`src/source/gpu_mmult_config.svh`:
```
// Sizes for the MMULT block; RAM latency must be at least 1 and the address width covers bits 11..2
`default_nettype none

`ifndef GPU_MMULT_CONFIG_SVH
`define GPU_MMULT_CONFIG_SVH

// Register file depth, one 32-bit word per entry
`define GPU_NUM_REGS 32

// Matrix RAM word address width
// Matches byte address bits 11 down to 2 of the host bus
`define GPU_MTX_AWIDTH 10

// Cycles from the first mtx_dover cycle to datack
`define GPU_RAM_LATENCY 2

`endif

`default_nettype wire

```
`src/source/gpu_mmult_pkg.sv`:
```
// Shared MMULT types; field order inside each struct fixes the bit layout on the wires
`default_nettype none

package gpu_mmult_pkg;

	// Opcode of the matrix multiply instruction
	localparam logic [5:0] MMULT_OPCODE = 6'b110110;

	// Host instruction word
	typedef struct packed {
		logic [5:0] opcode;
		logic [4:0] reg1;
		logic [4:0] reg2;
	} gpu_insn_t;

	// Substituted instruction issued by the sequencer
	// imult  010 0 1 0 src dst
	// imac   010 1 0 0 src dst
	// resmac 010 0 1 1 x   dst
	typedef struct packed {
		logic [2:0] ins_class;
		logic       imac;
		logic       bit11;
		logic       resmac;
		logic [4:0] src;
		logic [4:0] dst;
	} sys_ins_t;

	// Matrix control word, taken from data bits 4..0
	// addw set steps the address by the width instead of by one
	typedef struct packed {
		logic       addw;
		logic [3:0] width;
	} mtx_ctrl_t;

	// Host preload write, shared by register and RAM loads
	typedef struct packed {
		logic [10:0] addr;
		logic [31:0] data;
		logic        wr;
	} host_wr_t;

endpackage

`default_nettype wire

```
`src/source/mac_unit.sv`:
```
// Register file and MAC; products are signed 16x16, sums wrap at 32 bits, preloads only while idle
`include "gpu_mmult_config.svh"
`default_nettype none

module mac_unit
	import gpu_mmult_pkg::*;
(
	input  wire logic        sys_clk,
	input  wire logic        resetl,
	input  wire host_wr_t    reg_load,
	input  wire sys_ins_t    sysins,
	input  wire logic        sysser,
	input  wire logic        insn_step,
	input  wire logic        multsel,
	input  wire logic        datack,
	input  wire logic [31:0] ram_rdata,
	input  wire logic [4:0]  rd_addr,
	output logic [31:0]      rd_data
);

	logic [31:0] regs [`GPU_NUM_REGS];
	logic [31:0] acc;
	logic [31:0] acc_next;

	// Instruction waiting for its RAM word
	sys_ins_t op_q;
	logic     op_valid;
	logic     op_imult;
	logic     op_imac;

	// Product operands
	logic [31:0]        src_word;
	logic signed [15:0] reg_half;
	logic signed [15:0] ram_half;
	logic signed [31:0] product;

	// Write of the accumulator to the destination
	logic res_wr;

	// Latch on each step of an active sequence
	always_ff @(posedge sys_clk) begin
		if (!resetl) begin
			op_q <= '0;
		end else if (insn_step & sysser) begin
			op_q <= sysins;
		end
	end

	// Reset value has class 000 so nothing executes before the first step
	assign op_valid = (op_q.ins_class == 3'b010);
	assign op_imult = op_valid & op_q.bit11 & ~op_q.resmac & ~op_q.imac;
	assign op_imac = op_valid & op_q.imac;

	assign src_word = regs[op_q.src];
	assign reg_half = multsel ? src_word[31:16] : src_word[15:0];
	assign ram_half = ram_rdata[15:0];
	assign product = reg_half * ram_half;

	// Accumulator as seen after this cycle
	// A resmac in the same cycle as the last datack still picks up the last product
	always_comb begin
		acc_next = acc;
		if (datack & op_imult) begin
			acc_next = product;
		end else if (datack & op_imac) begin
			acc_next = acc + product;
		end
	end

	always_ff @(posedge sys_clk) begin
		acc <= acc_next;
	end

	// Resmac acts on its own step, not on a RAM answer
	assign res_wr = insn_step & sysser & sysins.resmac;

	// Register file
	// Host and sequencer writes never overlap, sysser separates them
	always_ff @(posedge sys_clk) begin
		if (res_wr) begin
			regs[sysins.dst] <= acc_next;
		end else if (reg_load.wr & ~sysser) begin
			regs[reg_load.addr[4:0]] <= reg_load.data;
		end
	end

	// Read port for the host
	assign rd_data = regs[rd_addr];

endmodule

`default_nettype wire

```
`config.mk`:
```
export PLATFORM = sky130hd
export DESIGN_NAME = mac_unit
export DESIGN_NICKNAME = d
export VERILOG_FILES = /design/src/source/gpu_mmult_pkg.sv /design/src/source/mac_unit.sv
export VERILOG_INCLUDE_DIRS = /design/src /design/src/source
export SDC_FILE = /design/constraint.sdc
export NUM_CORES = 2
export LEC_CHECK = 0
export BUFFER_PORTS_ARGS = -buffer_cell sky130_fd_sc_hd__buf_2
export CORE_ASPECT_RATIO = 1.25
export CORE_MARGIN = 2
export CORE_UTILIZATION = 58
export DETAILED_ROUTE_END_ITERATION = 16
export PLACE_DENSITY_LB_ADDON = 0.25
export SYNTH_ARGS = -nofsm -noshare
export SYNTH_HDL_FRONTEND = slang
export SYNTH_SLANG_ARGS = --single-unit
```
`constraint.sdc`:
```
create_clock -name sys_clk -period 11.52 [get_ports sys_clk]
set_input_delay 2.304 -clock sys_clk [delete_from_list [all_inputs] [get_ports sys_clk]]
set_output_delay 2.304 -clock sys_clk [all_outputs]
set_load 0.005 [all_outputs]
```
== After elaboration in Yosys (flattened, before gate mapping) ==
Memory sizes are Yosys's and may differ from the RTL's. A register that Yosys moved wholly into a read port is not among the register bits.
Cells that the tools add are included.

* Flip-flop bits (word level): 43
* Bits in writable memories: 1,024
* Input bits: 103
* Memories kept: 1

{| class="wikitable"
|+ Memories
! memory !! words !! width !! read ports !! clocked after memory_dff !! wr ports !! RTL line !! RTL
|-
| regs || 32 || 32 || 2 || 1 || 1 || mac_unit.sv:21 || <nowiki>logic [31:0] regs [`GPU_NUM_REGS];</nowiki>
|}

* $add $sub $neg: 1
* Multiply operators: 1
* Equal/unequal tests: 1
* Muxes and demuxes: 13
* Bitwise gates (word level): 12
* Reduce and logical (&&, ||, !) cells: 1

{| class="wikitable"
|+ Operator list
! cell !! count
|-
| two-way mux 32 bit || 3
|-
| adder 32 bit || 1
|-
| multiplier 16 x 16 -> 32 bit || 1
|-
| OR reduction 32 bit || 1
|-
| two-way mux 16 bit || 1
|-
| two-way mux 5 bit || 3
|-
| bitwise AND 1 bit || 9
|-
| two-way mux 1 bit || 6
|-
| == test 3 x 2 -> 1 bit (second input constant) || 1
|-
| inverter 1 bit || 3
|}

== Depth between registers and ports, before layout ==
* Depth in word-level cells: 7
* Mapped depth: 41
* Depth with buffers taken out: 37

== Worst setup path after synthesis ==
Ideal clock, no wire load.

* Kind: input -> register
* Start: input multsel
* End: memory regs[0][31] (data pin)
* Library setup time: 467 ps
* Arrival time: 11,807 ps
* Required time: 11,053 ps
* Setup slack: -754 ps
* Cell stages on the path: 34
* Cells stage by stage: buf_1 > clkbuf_1 > mux4_2 > buf_2 > and2_1 > fa_1 > inv_1 > fa_1 > fa_1 > fa_1 > inv_1 > fa_1 > inv_1 > fa_1 > inv_1 > ha_1 > a21oi_1 > o2111ai_1 > o41ai_1 > nand2_1 > a21o_1 > a21oi_1 > xor2_1 > inv_1 > ha_1 > a21o_1 > nor2_1 > o21ai_0 > a211oi_1 > a31oi_1 > o41ai_1 > xor2_1 > and3_1 > o31ai_1

* Cells in the longest elaborated chain, start to end: 6

{| class="wikitable"
|+ Ends and longest elaborated chain
! what !! RTL line !! RTL
|-
| start: declaration || mac_unit.sv:14 || <nowiki>input wire logic multsel,</nowiki>
|-
| two-way mux 16 bit * || mac_unit.sv:55 || <nowiki>assign reg_half = multsel ? src_word[31:16] : src_word[15:0];</nowiki>
|-
| multiplier 16 x 16 -> 32 bit * || mac_unit.sv:57 || <nowiki>assign product = reg_half * ram_half;</nowiki>
|-
| adder 32 bit || mac_unit.sv:66 || <nowiki>acc_next = acc + product;</nowiki>
|-
| two-way mux 32 bit || mac_unit.sv:65 || <nowiki>end else if (datack & op_imac) begin</nowiki>
|-
| two-way mux 32 bit * || mac_unit.sv:63 || <nowiki>if (datack & op_imult) begin</nowiki>
|-
| two-way mux 32 bit (no line) * || - ||
|-
| end: declaration || mac_unit.sv:21 ||
|}

Mark *: on every way between the ends. The rest lies on a longest branch, timed or not.

==> flow_metrics.py <==
metrics = {
    "setup_path": {
        "max_stage_delay_ns": 0.59,
        "crit_type": "register to register",
        "r2r_cells": 39,
        "critPathCaptureType": "register",
        "r2r-end": "regs[0][31]",
        "r2r_slack_ns": 0.32,
        "required_ns": 12.09,
        "critPathSlowestCell": "mux4_2",
        "arrival_ns": 11.78,
        "cp-start-kind": "register",
        "crit_path_max_fanout": 24,
    },
    "logic_synthesis": {
        "synth_cell_type_count": 57,
        "synth_seq_cells": 1072,
        "synth-simple-area-share_pct": 4.23,
        "synth_xor_xnor_area_share_pct": 0.797,
        "synthArstFlopShare_pct": 0,
        "yosys.area.top_type_share_pct": 50.9,
        "syn_nets": 3999,
        "avgSynthCellArea_sq_um": 17.2,
        "synth_flop_cell": "edfxtp_1",
        "synth_mux_area_share_pct": 25.4,
        "synthCells": 3518,
        "yosys.area_share.adder_pct": 11.1,
        "synth_top_family_by_area": "multiplexers",
        "synth_compound_area_share_pct": 2.60,
        "yosysSeqAreaShare_pct": 52.5,
        "synth_warnings": 0,
        "yosys-top-cells-area": "edfxtp_1 (51%), mux4_2 (24%), fa_1 (8.7%)",
        "netlist_area_sq_um": 60400,
        "synth-edff-count": 1024,
        "synth_top_cell_by_area": "edfxtp_1",
    },
    "finish": {
        "multiInputGateArea_sq_um": 27100,
        "regArea_sq_um": 31700,
        "fin_nets": 4326,
        "drive_gt1_share_pct": 34.3,
        "final_common_cell": "edfxtp_1",
        "fillers": 6748,
        "area_growth_pct": 13.3,
        "final_cell_mix": "edfxtp_1 (1024), mux4_2 (656), inv_1 (309), buf_4 (276), fa_1 (263)",
        "final_cell_area_sq_um": 68500,
    },
    "flow_run": {
        "drv_cap": 0,
    },
    "global_route": {
        "antenna_found_initial": 5,
        "overflow": 0,
        "grt_pass1_wl_mm": 262,
        "track_usage_pct": 34.7,
        "grt_pass1_vias": 38858,
        "grt_start_max_net_pins": 116,
    },
    "detailed_routing": {
        "vias": 36933,
        "drc": 0,
        "first_pass_iters": 5,
        "ant_nets": 0,
        "drt-initial-drc-count": 4619,
        "routed_wl_mm": 181,
        "viasPerCell": 7.00,
        "drt-wirelength-per-cell_microns": 34.3,
    },
    "cts": {
        "h-tree-depth": 3,
        "cts_sinks": 1072,
        "path_clk_slew_ns": 0.07,
        "clockRootBuffer": "clkbuf_16",
        "cts_buffers": 103,
        "tritoncts": "built",
        "clk_latency_ns": 0.72,
        "ctsLongestPathBuffers": 3,
    },
    "floorplanning": {
        "start_util_pct": 58.4,
        "ios": 135,
        "row_count": 132,
        "die_x_microns": 293,
        "core_area_sq_um": 104000,
        "die_h_microns": 365,
        "die-area_sq_um": 107000,
    },
    "sta": {
        "finalSetupViolations": 0,
        "hold_viol_final": 0,
        "rsz0062_at_grt": "false",
        "fmax_mhz": 89.3,
        "slew_headroom_pct": 14.0,
        "post-route-min-period_ns": 11.20,
        "layout_setup_ws_ns": 0.316,
        "finalSetupTns_ns": 0,
        "worstMarginPinSlew_ns": 1.29,
        "finClkSkew_ns": 0.0254,
        "fin_crit_sh_pct": 97.3,
        "slew_violations": 0,
    },
    "place": {
        "pre_cts_slack_ns": -0.987,
        "place_congestion": 0.922,
        "dp_hpwl_mm": 113,
        "port-buffer-count": 112,
        "place_area_sq_um": 65000,
    },
    "hold_path": {
        "worstHoldPathCells": 2,
        "hold_end": "op_q[15]",
        "min_from": "op_q[15]",
        "holdCritPathClass": "register to register",
    },
    "status": {
        "outcome": "finished, final reports clean",
    },
}
## sequential cells by signal (all words and copies together), names as in the netlist, named ones only
register  cells
acc          32
op_q         11
regs       1024
## what timing repair did
action / CTS / global route
pin swaps: 2 / 2
gates resized for setup: 2 / 6
gates cloned: 1 / 0
setup buffers: 1 / 1
hold buffers: 0 / 0
setup endpoints to repair: 32 / 96
## synth_stat cells (all sizes together) (2+ instances only)
| cell type | instances |
|---|---|
| mux4 | 656 |
| o211ai | 7 |
| ha | 115 |
| a21oi | 57 |
| nand3b | 5 |
| inv | 311 |
| nand2b | 13 |
| o21ai | 42 |
| nand3 | 18 |
| a21o | 27 |
| clkbuf | 124 |
| a41oi | 2 |
| a2111o | 2 |
| a31oi | 24 |
| o22ai | 5 |
| nor3b | 2 |
| nor2 | 101 |
| o21a | 20 |
| and2 | 130 |
| edfxtp | 1024 |
| buf | 83 |
| nand2 | 239 |
| o31ai | 7 |
| mux2i | 4 |
| nand4 | 2 |
| nor2b | 6 |
| a2111oi | 2 |
| o41ai | 5 |
| dfxtp | 48 |
| xor2 | 18 |
| a211oi | 6 |
| a21boi | 13 |
| and3 | 9 |
| o31a | 3 |
| xnor2 | 37 |
| and4 | 2 |
| o2111ai | 4 |
| a221o | 2 |
| a211o | 3 |
| fa | 263 |
| mux2 | 46 |
| nor3 | 14 |
| or3 | 5 |
| o21bai | 4 |
## final cells by class
| class | instances | share of cell area, % |
|---|---|---|
| clock inverter | 70 | 0.974 |
| sequential | 1072 | 46.3 |
| tap | 1340 | 2.45 |
| inverter | 311 | 1.71 |
| multi-input combinational | 1929 | 39.5 |
| clock buffer | 122 | 3.90 |
| timing repair buffer | 428 | 5.09 |
| antenna | 4 | 0.0146 |
## critical path: cells and delay by family (launching register included)
| kind | cells | cell delay, ns |
|---|---|---|
| AO/OA/AOI/OAI | 10 | 2.51 |
| XOR/XNOR | 2 | 0.23 |
| adder cells (fa/ha/maj) | 8 | 3.61 |
| buffers and inverters | 12 | 1.80 |
| flip-flops | 1 | 0.43 |
| multiplexers | 3 | 1.68 |
| AND/OR/NAND/NOR | 4 | 0.71 |
## how the worst max path moves through the flow
stage | from | endpoint | slack, ns | depth (start not counted)
2_1_floorplan | multsel | regs[0][31] | 0.23 | 34
3_3_place_gp | multsel | regs[20][31] | -0.90 | 38
3_5_place_dp | multsel | regs[25][31] | -0.99 | 38
4_1_cts | register | regs[7][31] | 0.01 | 39
5_1_grt | register | regs[24][31] | 0.01 | 40
6_report | register | regs[0][31] | 0.32 | 39
## through the flow
step	hold WS, ns	utilization [%]	cells
after floorplan	0.438	-	3518
after global placement	0.445	62.8	5077
after detailed placement	0.474	62.8	5077
after CTS	0.482	66.0	5271
after global routing	0.514	66.1	5272
final	0.478	66.1	5276
## cells by family (layout without fill, tap and decap cells)
family,after synthesis,in the layout
fa+ha+maj,378,378
buf+inv,518,931
xor+xnor,55,55
flops,1072,1072
other cells,0,4
mux,706,706
simple gates,548,548
compound gates,241,242
## routing by layer
metal  part of all wire (%)  GRT usage, %  vias up
met5                 0.0072             0        -
met4                    6.9          19.6        2
met3                     11          7.72      594
met2                     50          58.5     2527
met1                     32          41.7    19368
li1                       -             -    14442
Power is left out: the tool's default activity adds up to more than one toggle a clock period on the data nets, which glitch-free logic cannot reach.
