<file path="src/source/gpu_mmult_config.svh">
// Sizes for the MMULT block; RAM latency must be at least 1 and the address width covers bits 11..2
`default_nettype none

`ifndef GPU_MMULT_CONFIG_SVH
`define GPU_MMULT_CONFIG_SVH

// Register file depth, one 32-bit word per entry
`define GPU_NUM_REGS 32

// Matrix RAM word address width
// Matches byte address bits 11 down to 2 of the host bus
`define GPU_MTX_AWIDTH 10

// Cycles from the first mtx_dover cycle to datack
`define GPU_RAM_LATENCY 2

`endif

`default_nettype wire

</file>
<file path="src/source/gpu_mmult_pkg.sv">
// Shared MMULT types; field order inside each struct fixes the bit layout on the wires
`default_nettype none

package gpu_mmult_pkg;

	// Opcode of the matrix multiply instruction
	localparam logic [5:0] MMULT_OPCODE = 6'b110110;

	// Host instruction word
	typedef struct packed {
		logic [5:0] opcode;
		logic [4:0] reg1;
		logic [4:0] reg2;
	} gpu_insn_t;

	// Substituted instruction issued by the sequencer
	// imult  010 0 1 0 src dst
	// imac   010 1 0 0 src dst
	// resmac 010 0 1 1 x   dst
	typedef struct packed {
		logic [2:0] ins_class;
		logic       imac;
		logic       bit11;
		logic       resmac;
		logic [4:0] src;
		logic [4:0] dst;
	} sys_ins_t;

	// Matrix control word, taken from data bits 4..0
	// addw set steps the address by the width instead of by one
	typedef struct packed {
		logic       addw;
		logic [3:0] width;
	} mtx_ctrl_t;

	// Host preload write, shared by register and RAM loads
	typedef struct packed {
		logic [10:0] addr;
		logic [31:0] data;
		logic        wr;
	} host_wr_t;

endpackage

`default_nettype wire

</file>
<file path="src/source/systolic_seq.sv">
// MMULT sequencer; widths 2..15 only, insn_step must pulse on every cycle mtx_wait is low while active
`include "gpu_mmult_config.svh"
`default_nettype none

module systolic_seq
	import gpu_mmult_pkg::*;
(
	input  wire logic                        sys_clk,
	input  wire logic                        resetl,
	input  wire logic [31:0]                 gpu_din,
	input  wire logic                        mtxcwr,
	input  wire logic                        mtxawr,
	input  wire gpu_insn_t                   instruction,
	input  wire logic                        movei_data,
	input  wire logic                        insn_step,
	input  wire logic                        datack,
	output logic                             mtx_atomic,
	output logic                             mtx_mreq,
	output logic                             mtx_wait,
	output logic [`GPU_MTX_AWIDTH-1:0]       mtxaddr,
	output sys_ins_t                         sysins,
	output logic                             sysser,
	output logic                             multsel
);

	// MMULT decode, only meaningful on a pipeline step
	logic mmult;
	logic mmult_go;

	// One-hot controller flops
	logic st_idle;
	logic st_imult;
	logic st_imac;
	logic st_resmac;
	logic active;

	// Control word and derived address step
	mtx_ctrl_t                   mtx_ctrl;
	logic [`GPU_MTX_AWIDTH-1:0]  addr_step;
	logic                        addr_adv;

	// Remaining multiplies, compared against one for the exit
	logic [3:0] mcount;
	logic       count1;

	// Source register and half select, stepped together
	logic [4:0] sysr1;
	logic       reghalf;
	logic [4:0] sysr2;

	// Read in flight toward the RAM
	logic mtx_dover;

	assign mmult = insn_step & ~movei_data & (instruction.opcode == MMULT_OPCODE);
	// Decodes while busy are dropped
	assign mmult_go = mmult & st_idle;

	assign active = ~st_idle;
	assign sysser = active;
	// Held from the decode step until the sequence drains
	assign mtx_atomic = active | mmult;

	assign count1 = (mcount == 4'h1);

	// Control word and matrix address counter
	assign addr_step = mtx_ctrl.addw ? `GPU_MTX_AWIDTH'(mtx_ctrl.width) : `GPU_MTX_AWIDTH'(1);
	// Advance once per completed read
	assign addr_adv = mtx_dover & datack;

	always_ff @(posedge sys_clk) begin
		if (!resetl) begin
			mtx_ctrl <= '0;
			mtxaddr <= '0;
		end else begin
			if (mtxcwr) begin
				mtx_ctrl <= mtx_ctrl_t'(gpu_din[4:0]);
			end
			// Host write wins over the running count
			if (mtxawr) begin
				mtxaddr <= gpu_din[`GPU_MTX_AWIDTH+1:2];
			end else if (addr_adv) begin
				mtxaddr <= mtxaddr + addr_step;
			end
		end
	end

	// Controller, one state per pipeline step
	// imult, then width-1 imacs, then resmac
	always_ff @(posedge sys_clk) begin
		if (!resetl) begin
			st_idle <= 1'b1;
			st_imult <= 1'b0;
			st_imac <= 1'b0;
			st_resmac <= 1'b0;
		end else begin
			st_idle <= (st_idle & ~mmult) | (st_resmac & insn_step);
			st_imult <= mmult_go | (st_imult & ~insn_step);
			st_imac <= (st_imult & insn_step) | (st_imac & ~count1) | (st_imac & ~insn_step);
			st_resmac <= (st_imac & count1 & insn_step) | (st_resmac & ~insn_step);
		end
	end

	// Width count and register walk
	// Loaded on decode, stepped with the pipeline
	always_ff @(posedge sys_clk) begin
		if (mmult_go) begin
			mcount <= mtx_ctrl.width;
			{sysr1, reghalf} <= {instruction.reg1, 1'b0};
			sysr2 <= instruction.reg2;
		end else if (insn_step & active) begin
			mcount <= mcount - 4'h1;
			{sysr1, reghalf} <= {sysr1, reghalf} + 6'h1;
		end
	end

	// Half select follows the instruction into the MAC
	always_ff @(posedge sys_clk) begin
		if (!resetl) begin
			multsel <= 1'b0;
		end else if (insn_step) begin
			multsel <= reghalf & active;
		end
	end

	// Substituted instruction for the current state
	always_comb begin
		sysins.ins_class = 3'b010;
		sysins.imac = st_imac;
		sysins.bit11 = st_imult | st_resmac;
		sysins.resmac = st_resmac;
		sysins.src = sysr1;
		sysins.dst = sysr2;
	end

	// Memory request
	// Level in the fetching states, extended until the read returns
	assign mtx_mreq = st_imult | st_imac | (mtx_dover & ~datack);
	assign mtx_wait = mtx_dover & ~datack;

	always_ff @(posedge sys_clk) begin
		if (!resetl) begin
			mtx_dover <= 1'b0;
		end else begin
			mtx_dover <= mtx_mreq;
		end
	end

endmodule

`default_nettype wire

</file>
<file path="config.mk">
export PLATFORM = sky130hd
export DESIGN_NAME = systolic_seq
export DESIGN_NICKNAME = d
export VERILOG_FILES = /design/src/source/gpu_mmult_pkg.sv /design/src/source/systolic_seq.sv
export VERILOG_INCLUDE_DIRS = /design/src /design/src/source
export SDC_FILE = /design/constraint.sdc
export NUM_CORES = 1
export LEC_CHECK = 0
export ABC_AREA = 0
export BUFFER_PORTS_ARGS = -buffer_cell sky130_fd_sc_hd__buf_2
export CELL_PAD_IN_SITES_DETAIL_PLACEMENT = 1
export CELL_PAD_IN_SITES_GLOBAL_PLACEMENT = 1
export CORE_AREA = 2 2 75 77
export DETAILED_ROUTE_END_ITERATION = 12
export DIE_AREA = 0 0 77 79
export GPL_TIMING_DRIVEN = 0
export PLACE_DENSITY_LB_ADDON = 0.1
export SYNTH_ARGS = -nofsm -noshare
export SYNTH_HDL_FRONTEND = slang
export SYNTH_SLANG_ARGS = --single-unit
export TNS_END_PERCENT = 1
</file>
<file path="constraint.sdc">
create_clock -name sys_clk -period 2.9 [get_ports sys_clk]
set_input_delay 0 -clock sys_clk [delete_from_list [all_inputs] [get_ports sys_clk]]
set_output_delay 0 -clock sys_clk [all_outputs]
set_load 0.01 [all_outputs]
</file>
Word-level counts from Yosys, hierarchy flattened

Cells that the tools add are included.

Register bits: 36
Input bits: 55
Output and inout bits: 31
Logic and storage cells: 58

$add $sub $neg: 3
Equality and inequality tests: 2
Muxes and demuxes: 7
Bitwise operators: 31
Reductions and logical operators: 2

Operator list:

| kind                | number |
|---|---|
| $mux 10             | 2 |
| $and 1x1->1         | 16 |
| $mux 4              | 3 |
| $add 10x4->10       | 1 |
| $mux 5              | 2 |
| $or 1x1->1          | 9 |
| $add 6x1->6 const B | 1 |
| $eq 6x6->1 const B  | 1 |
| $not 1->1           | 6 |
| $eq 4x1->1 const B  | 1 |
| $reduce_bool 2->1   | 2 |
| $sub 4x1->4 const B | 1 |

Longest topological paths before layout

Depth after elaboration: 6
Mapped depth: 7
Mapped depth without buffers: 7

Worst setup path after synthesis

OpenSTA, ideal clock, no wires.

Path type: register to register
From: register mtx_ctrl[0] (netlist name)
To: register mtxaddr[6]
Setup time: 0.086 ns
Arrival: 1.767 ns
Required time: 2.814 ns
Setup slack: 1.047 ns
Cell stages (with the launch flop): 8
Buffers on the path: 0
Clock period less this slack: 1.853 ns
Cells stage by stage: dfxtp_1 -> nand2b_1 -> ha_1 -> fa_1 -> a211oi_1 -> nor3_1 -> xnor2_1 -> a211oi_1

Word-level cells in the longest chain between the ends: 4

RTL lines:

| what                   | RTL line           | text |
|---|---|---|
| start, declared        | systolic_seq.sv:38 | `mtx_ctrl_t mtx_ctrl;` |
| start signal, assigned | systolic_seq.sv:76 | `mtx_ctrl <= mtx_ctrl_t'(gpu_din[4:0]);` |
| $mux 4                 | systolic_seq.sv:66 | `` assign addr_step = mtx_ctrl.addw ? `GPU_MTX_AWIDTH'(mtx_ctrl.width) : `GPU_MTX_AWIDTH'(1); `` |
| $add 10x4->10          | systolic_seq.sv:82 | `mtxaddr <= mtxaddr + addr_step;` |
| $mux 10                | systolic_seq.sv:81 | `end else if (addr_adv) begin` |
| $mux 10                | systolic_seq.sv:79 | `if (mtxawr) begin` |
| end signal, assigned   | systolic_seq.sv:80 | `` mtxaddr <= gpu_din[`GPU_MTX_AWIDTH+1:2]; `` |
| end signal, assigned   | systolic_seq.sv:82 |  |
| end, declared          | systolic_seq.sv:20 | `` output logic [`GPU_MTX_AWIDTH-1:0] mtxaddr, `` |

No other way between the ends. The select of a mux whose other input is x is not followed.
A chain may end at the register's enable or synchronous reset.

Worst setup path after layout

From: register mtx_ctrl[0] (netlist name)
To: register mtxaddr[8]

The elaborated chain is that of the path after synthesis.

==> impl_metrics.env <==
export IMPL_status="complete, no violations"
export IMPL_syn_inst=186
export IMPL_synth_async_reset_ratio_pct=0
export IMPL_p_sw_mw=0.271
export IMPL_crit_type="reg -> reg"
export IMPL_min_path_type="in -> reg"
export IMPL_avgSynthCellArea_um2=10.2
export IMPL_yosysSeqAreaShare_pct=45.4
export IMPL_synth_top_area_share_pct=23.2
export IMPL_maxCapViolations=0
export IMPL_place_ws_ps=815
export IMPL_rsz0062_at_grt="false"
export IMPL_cts_tree="done"
export IMPL_synth_area_leaders="dfxtp_1 (23%), edfxtp_1 (22%), ha_1 (4.6%), mux2i_1 (4.2%), mux2_4 (4.0%)"
export IMPL_final_nets=333
export IMPL_antenna_found_initial=0
export IMPL_p_int_mw=0.874
export IMPL_grt_usage_pct=16.5
export IMPL_combPwrFrac_pct=12.3
export IMPL_num_antenna_cells=0
export IMPL_clockRootBuffer="clkbuf_8"
export IMPL_powerDensity_mw_per_mm2=446
export IMPL_final_hold_viol_count=0
export IMPL_cts_made_buffers=5
export IMPL_rows=27
export IMPL_worst_ep_arrival_time_ps=2300
export IMPL_max_freq_ghz=0.477
export IMPL_crit_fanout=3
export IMPL_setup_violations_final=0
export IMPL_wire_per_inst_um=13.3
export IMPL_period_minus_slack_ps=2100
export IMPL_die_h_um=79
export IMPL_overflow=0
export IMPL_setup_tns_ps=0
export IMPL_worst_pin_slew_ps=839
export IMPL_port_buffers=59
export IMPL_gp_congestion=0.789
export IMPL_finalCoreUtilization_pct=48.1
export IMPL_grt_pass1_vias=1670
export IMPL_drt_initial_drc_count=56
export IMPL_synth_top_cells_by_count="dfxtp_1 (22), edfxtp_1 (14), nor2_1 (14)"
export IMPL_fin_skew_ps=4.15
export IMPL_vias_per_cell=4.72
export IMPL_vdd_drop_max_mv=0.288
export IMPL_fin_ws_ps=805
export IMPL_leakagePower_nw=1.17
export IMPL_postCtsHoldBufs=17
export IMPL_final_cells=343
export IMPL_start_kind="register"
export IMPL_synth_top_area_cell="dfxtp_1"
export IMPL_drive_gt1_share_pct=32.1
export IMPL_slew_headroom_pct=43.7
export IMPL_clockPowerShare_pct=38.6
export IMPL_finalMaxSlewViolations=0
export IMPL_cts_setup_buffers=0
export IMPL_syn_to_final_growth_pct=35.4
export IMPL_ant_nets=0
export IMPL_dr_pass1_iters=4
export IMPL_vias=1620
export IMPL_clock_tree_htree_level_count=2
export IMPL_worstPathRequired_ps=3110
export IMPL_seq_power_share_pct=49.1
export IMPL_core_area_mm2=0.00534
export IMPL_fin_crit_sh_pct=72.2
export IMPL_wirelength_mm=4.57
export IMPL_synth_edff_count=14
export IMPL_synth_cell_types=46
export IMPL_clk_latency_ps=290
export IMPL_clockBufferDepth=2
export IMPL_grt_pass1_wl_mm=7.87
export IMPL_clock_sinks=36
export IMPL_start_util_pct=35.5
export IMPL_design_portCount=86
export IMPL_dp_hpwl_mm=3.42
export IMPL_dp_cells=318
export IMPL_yosysWarnings=0
export IMPL_synthMostInstantiatedCell="dfxtp_1"
export IMPL_design_die_area_mm2=0.00608
export IMPL_die_x_um=77
export IMPL_ys_seq_elements=36
export IMPL_clk_pin_slew_ps=80
export IMPL_fillers=642
export IMPL_synth_flop_cell="dfxtp_1"
export IMPL_endpoint_kind="register"
export IMPL_drc=0
export IMPL_swShare_pct=23.7
export IMPL_synth_area_mm2=0.00190
export IMPL_grt_max_degree=13
export IMPL_cts_resized=0
worst paths after layout:
kind | start | to | slack, ps | cells past startpoint
max reg2reg | mtx_ctrl[0] | mtxaddr[8] | 800 | 7
min reg2reg | multsel | multsel | 480 | 2
max | mtx_ctrl[0] | mtxaddr[8] | 800 | 7
min | gpu_din[7] | mtxaddr[5] | 6 | 3
worst max-delay path: stages (launching register included):
cell	delay, ps
dfxtp_1	330
nand2b_1	150
ha_1	210
fa_1	410
a211oi_1	420
nor3_1	130
xnor2_1	150
a211oi_1	220
final cells by class:
cell class	count	area, um^2	share of cell area, %
plain buffers	12	73.8	2.88
multi-input cells	125	913	35.6
well taps	72	90.1	3.51
clock buffers	5	68.8	2.68
inverters	14	52.6	2.05
repair buffers	76	465	18.1
flip-flops and latches	36	861	33.5
clock inverters	3	42.5	1.66
per-layer routing:
| metal | vias to the layer above | global-route usage [%] | wire length, um |
|---|---|---|---|
| li1 | 815 | - | - |
| met5 | - | 0 | 0 |
| met2 | 45 | 26.1 | 1990 |
| met4 | 0 | 5.89 | 67 |
| met3 | 6 | 4.20 | 243 |
| met1 | 754 | 21.9 | 2260 |
flip-flops by register name, summed over array words and instances, names as in the netlist, named ones only:
register,cells
mcount,4
sysr1,5
mtx_dover,1
st_imac,1
multsel,1
mtx_ctrl,5
reghalf,1
mtxaddr,10
sysr2,5
st_imult,1
st_idle,1
power groups by stage:
stage | sequential [mW] | combinational, mW | clock (mW)
after floorplan | 0.574 | 0.0719 | 0
after global placement | 0.573 | 0.122 | 0
after detailed placement | 0.574 | 0.124 | 0
after CTS | 0.562 | 0.142 | 0.460
after global routing | 0.565 | 0.159 | 0.485
final | 0.562 | 0.141 | 0.442
per-stage QoR:
stage	cell area (um^2)	hold WS [ps]	total power, mW
after global placement	2290	177	0.696
after detailed placement	2290	179	0.698
after CTS	2570	0.999	1.16
after global routing	2570	6.84	1.21
final	2570	6.46	1.15
after floorplan	1900	71.8	0.646
cells by family after synthesis:
| family | count (synthesis) | synth area share (%) |
|---|---|---|
| simple gates | 59 | 16.9 |
| flops | 36 | 45.4 |
| compound gates | 29 | 10.6 |
| buf+inv | 26 | 6.66 |
| mux | 15 | 9.37 |
| xor+xnor | 11 | 5.08 |
| fa+ha+maj | 8 | 5.67 |
| other cells | 2 | 0.396 |
cell usage in the layout, fill, tap and decap left out, types with 4 or more instances in the layout:
master / n
a21oi_1: 7
and2_1: 5
clkbuf_8: 5
buf_4: 5
mux2i_1: 8
nand3_1: 10
clkbuf_1: 4
ha_1: 7
buf_2: 61
xnor2_1: 8
dfxtp_1: 22
mux2_4: 5
inv_1: 13
nor2_1: 14
nand2_1: 9
nor3_1: 4
nand2b_1: 4
edfxtp_1: 14
dlygate4sd3_1: 17
Note: power is estimated with default switching activity, not from simulation.
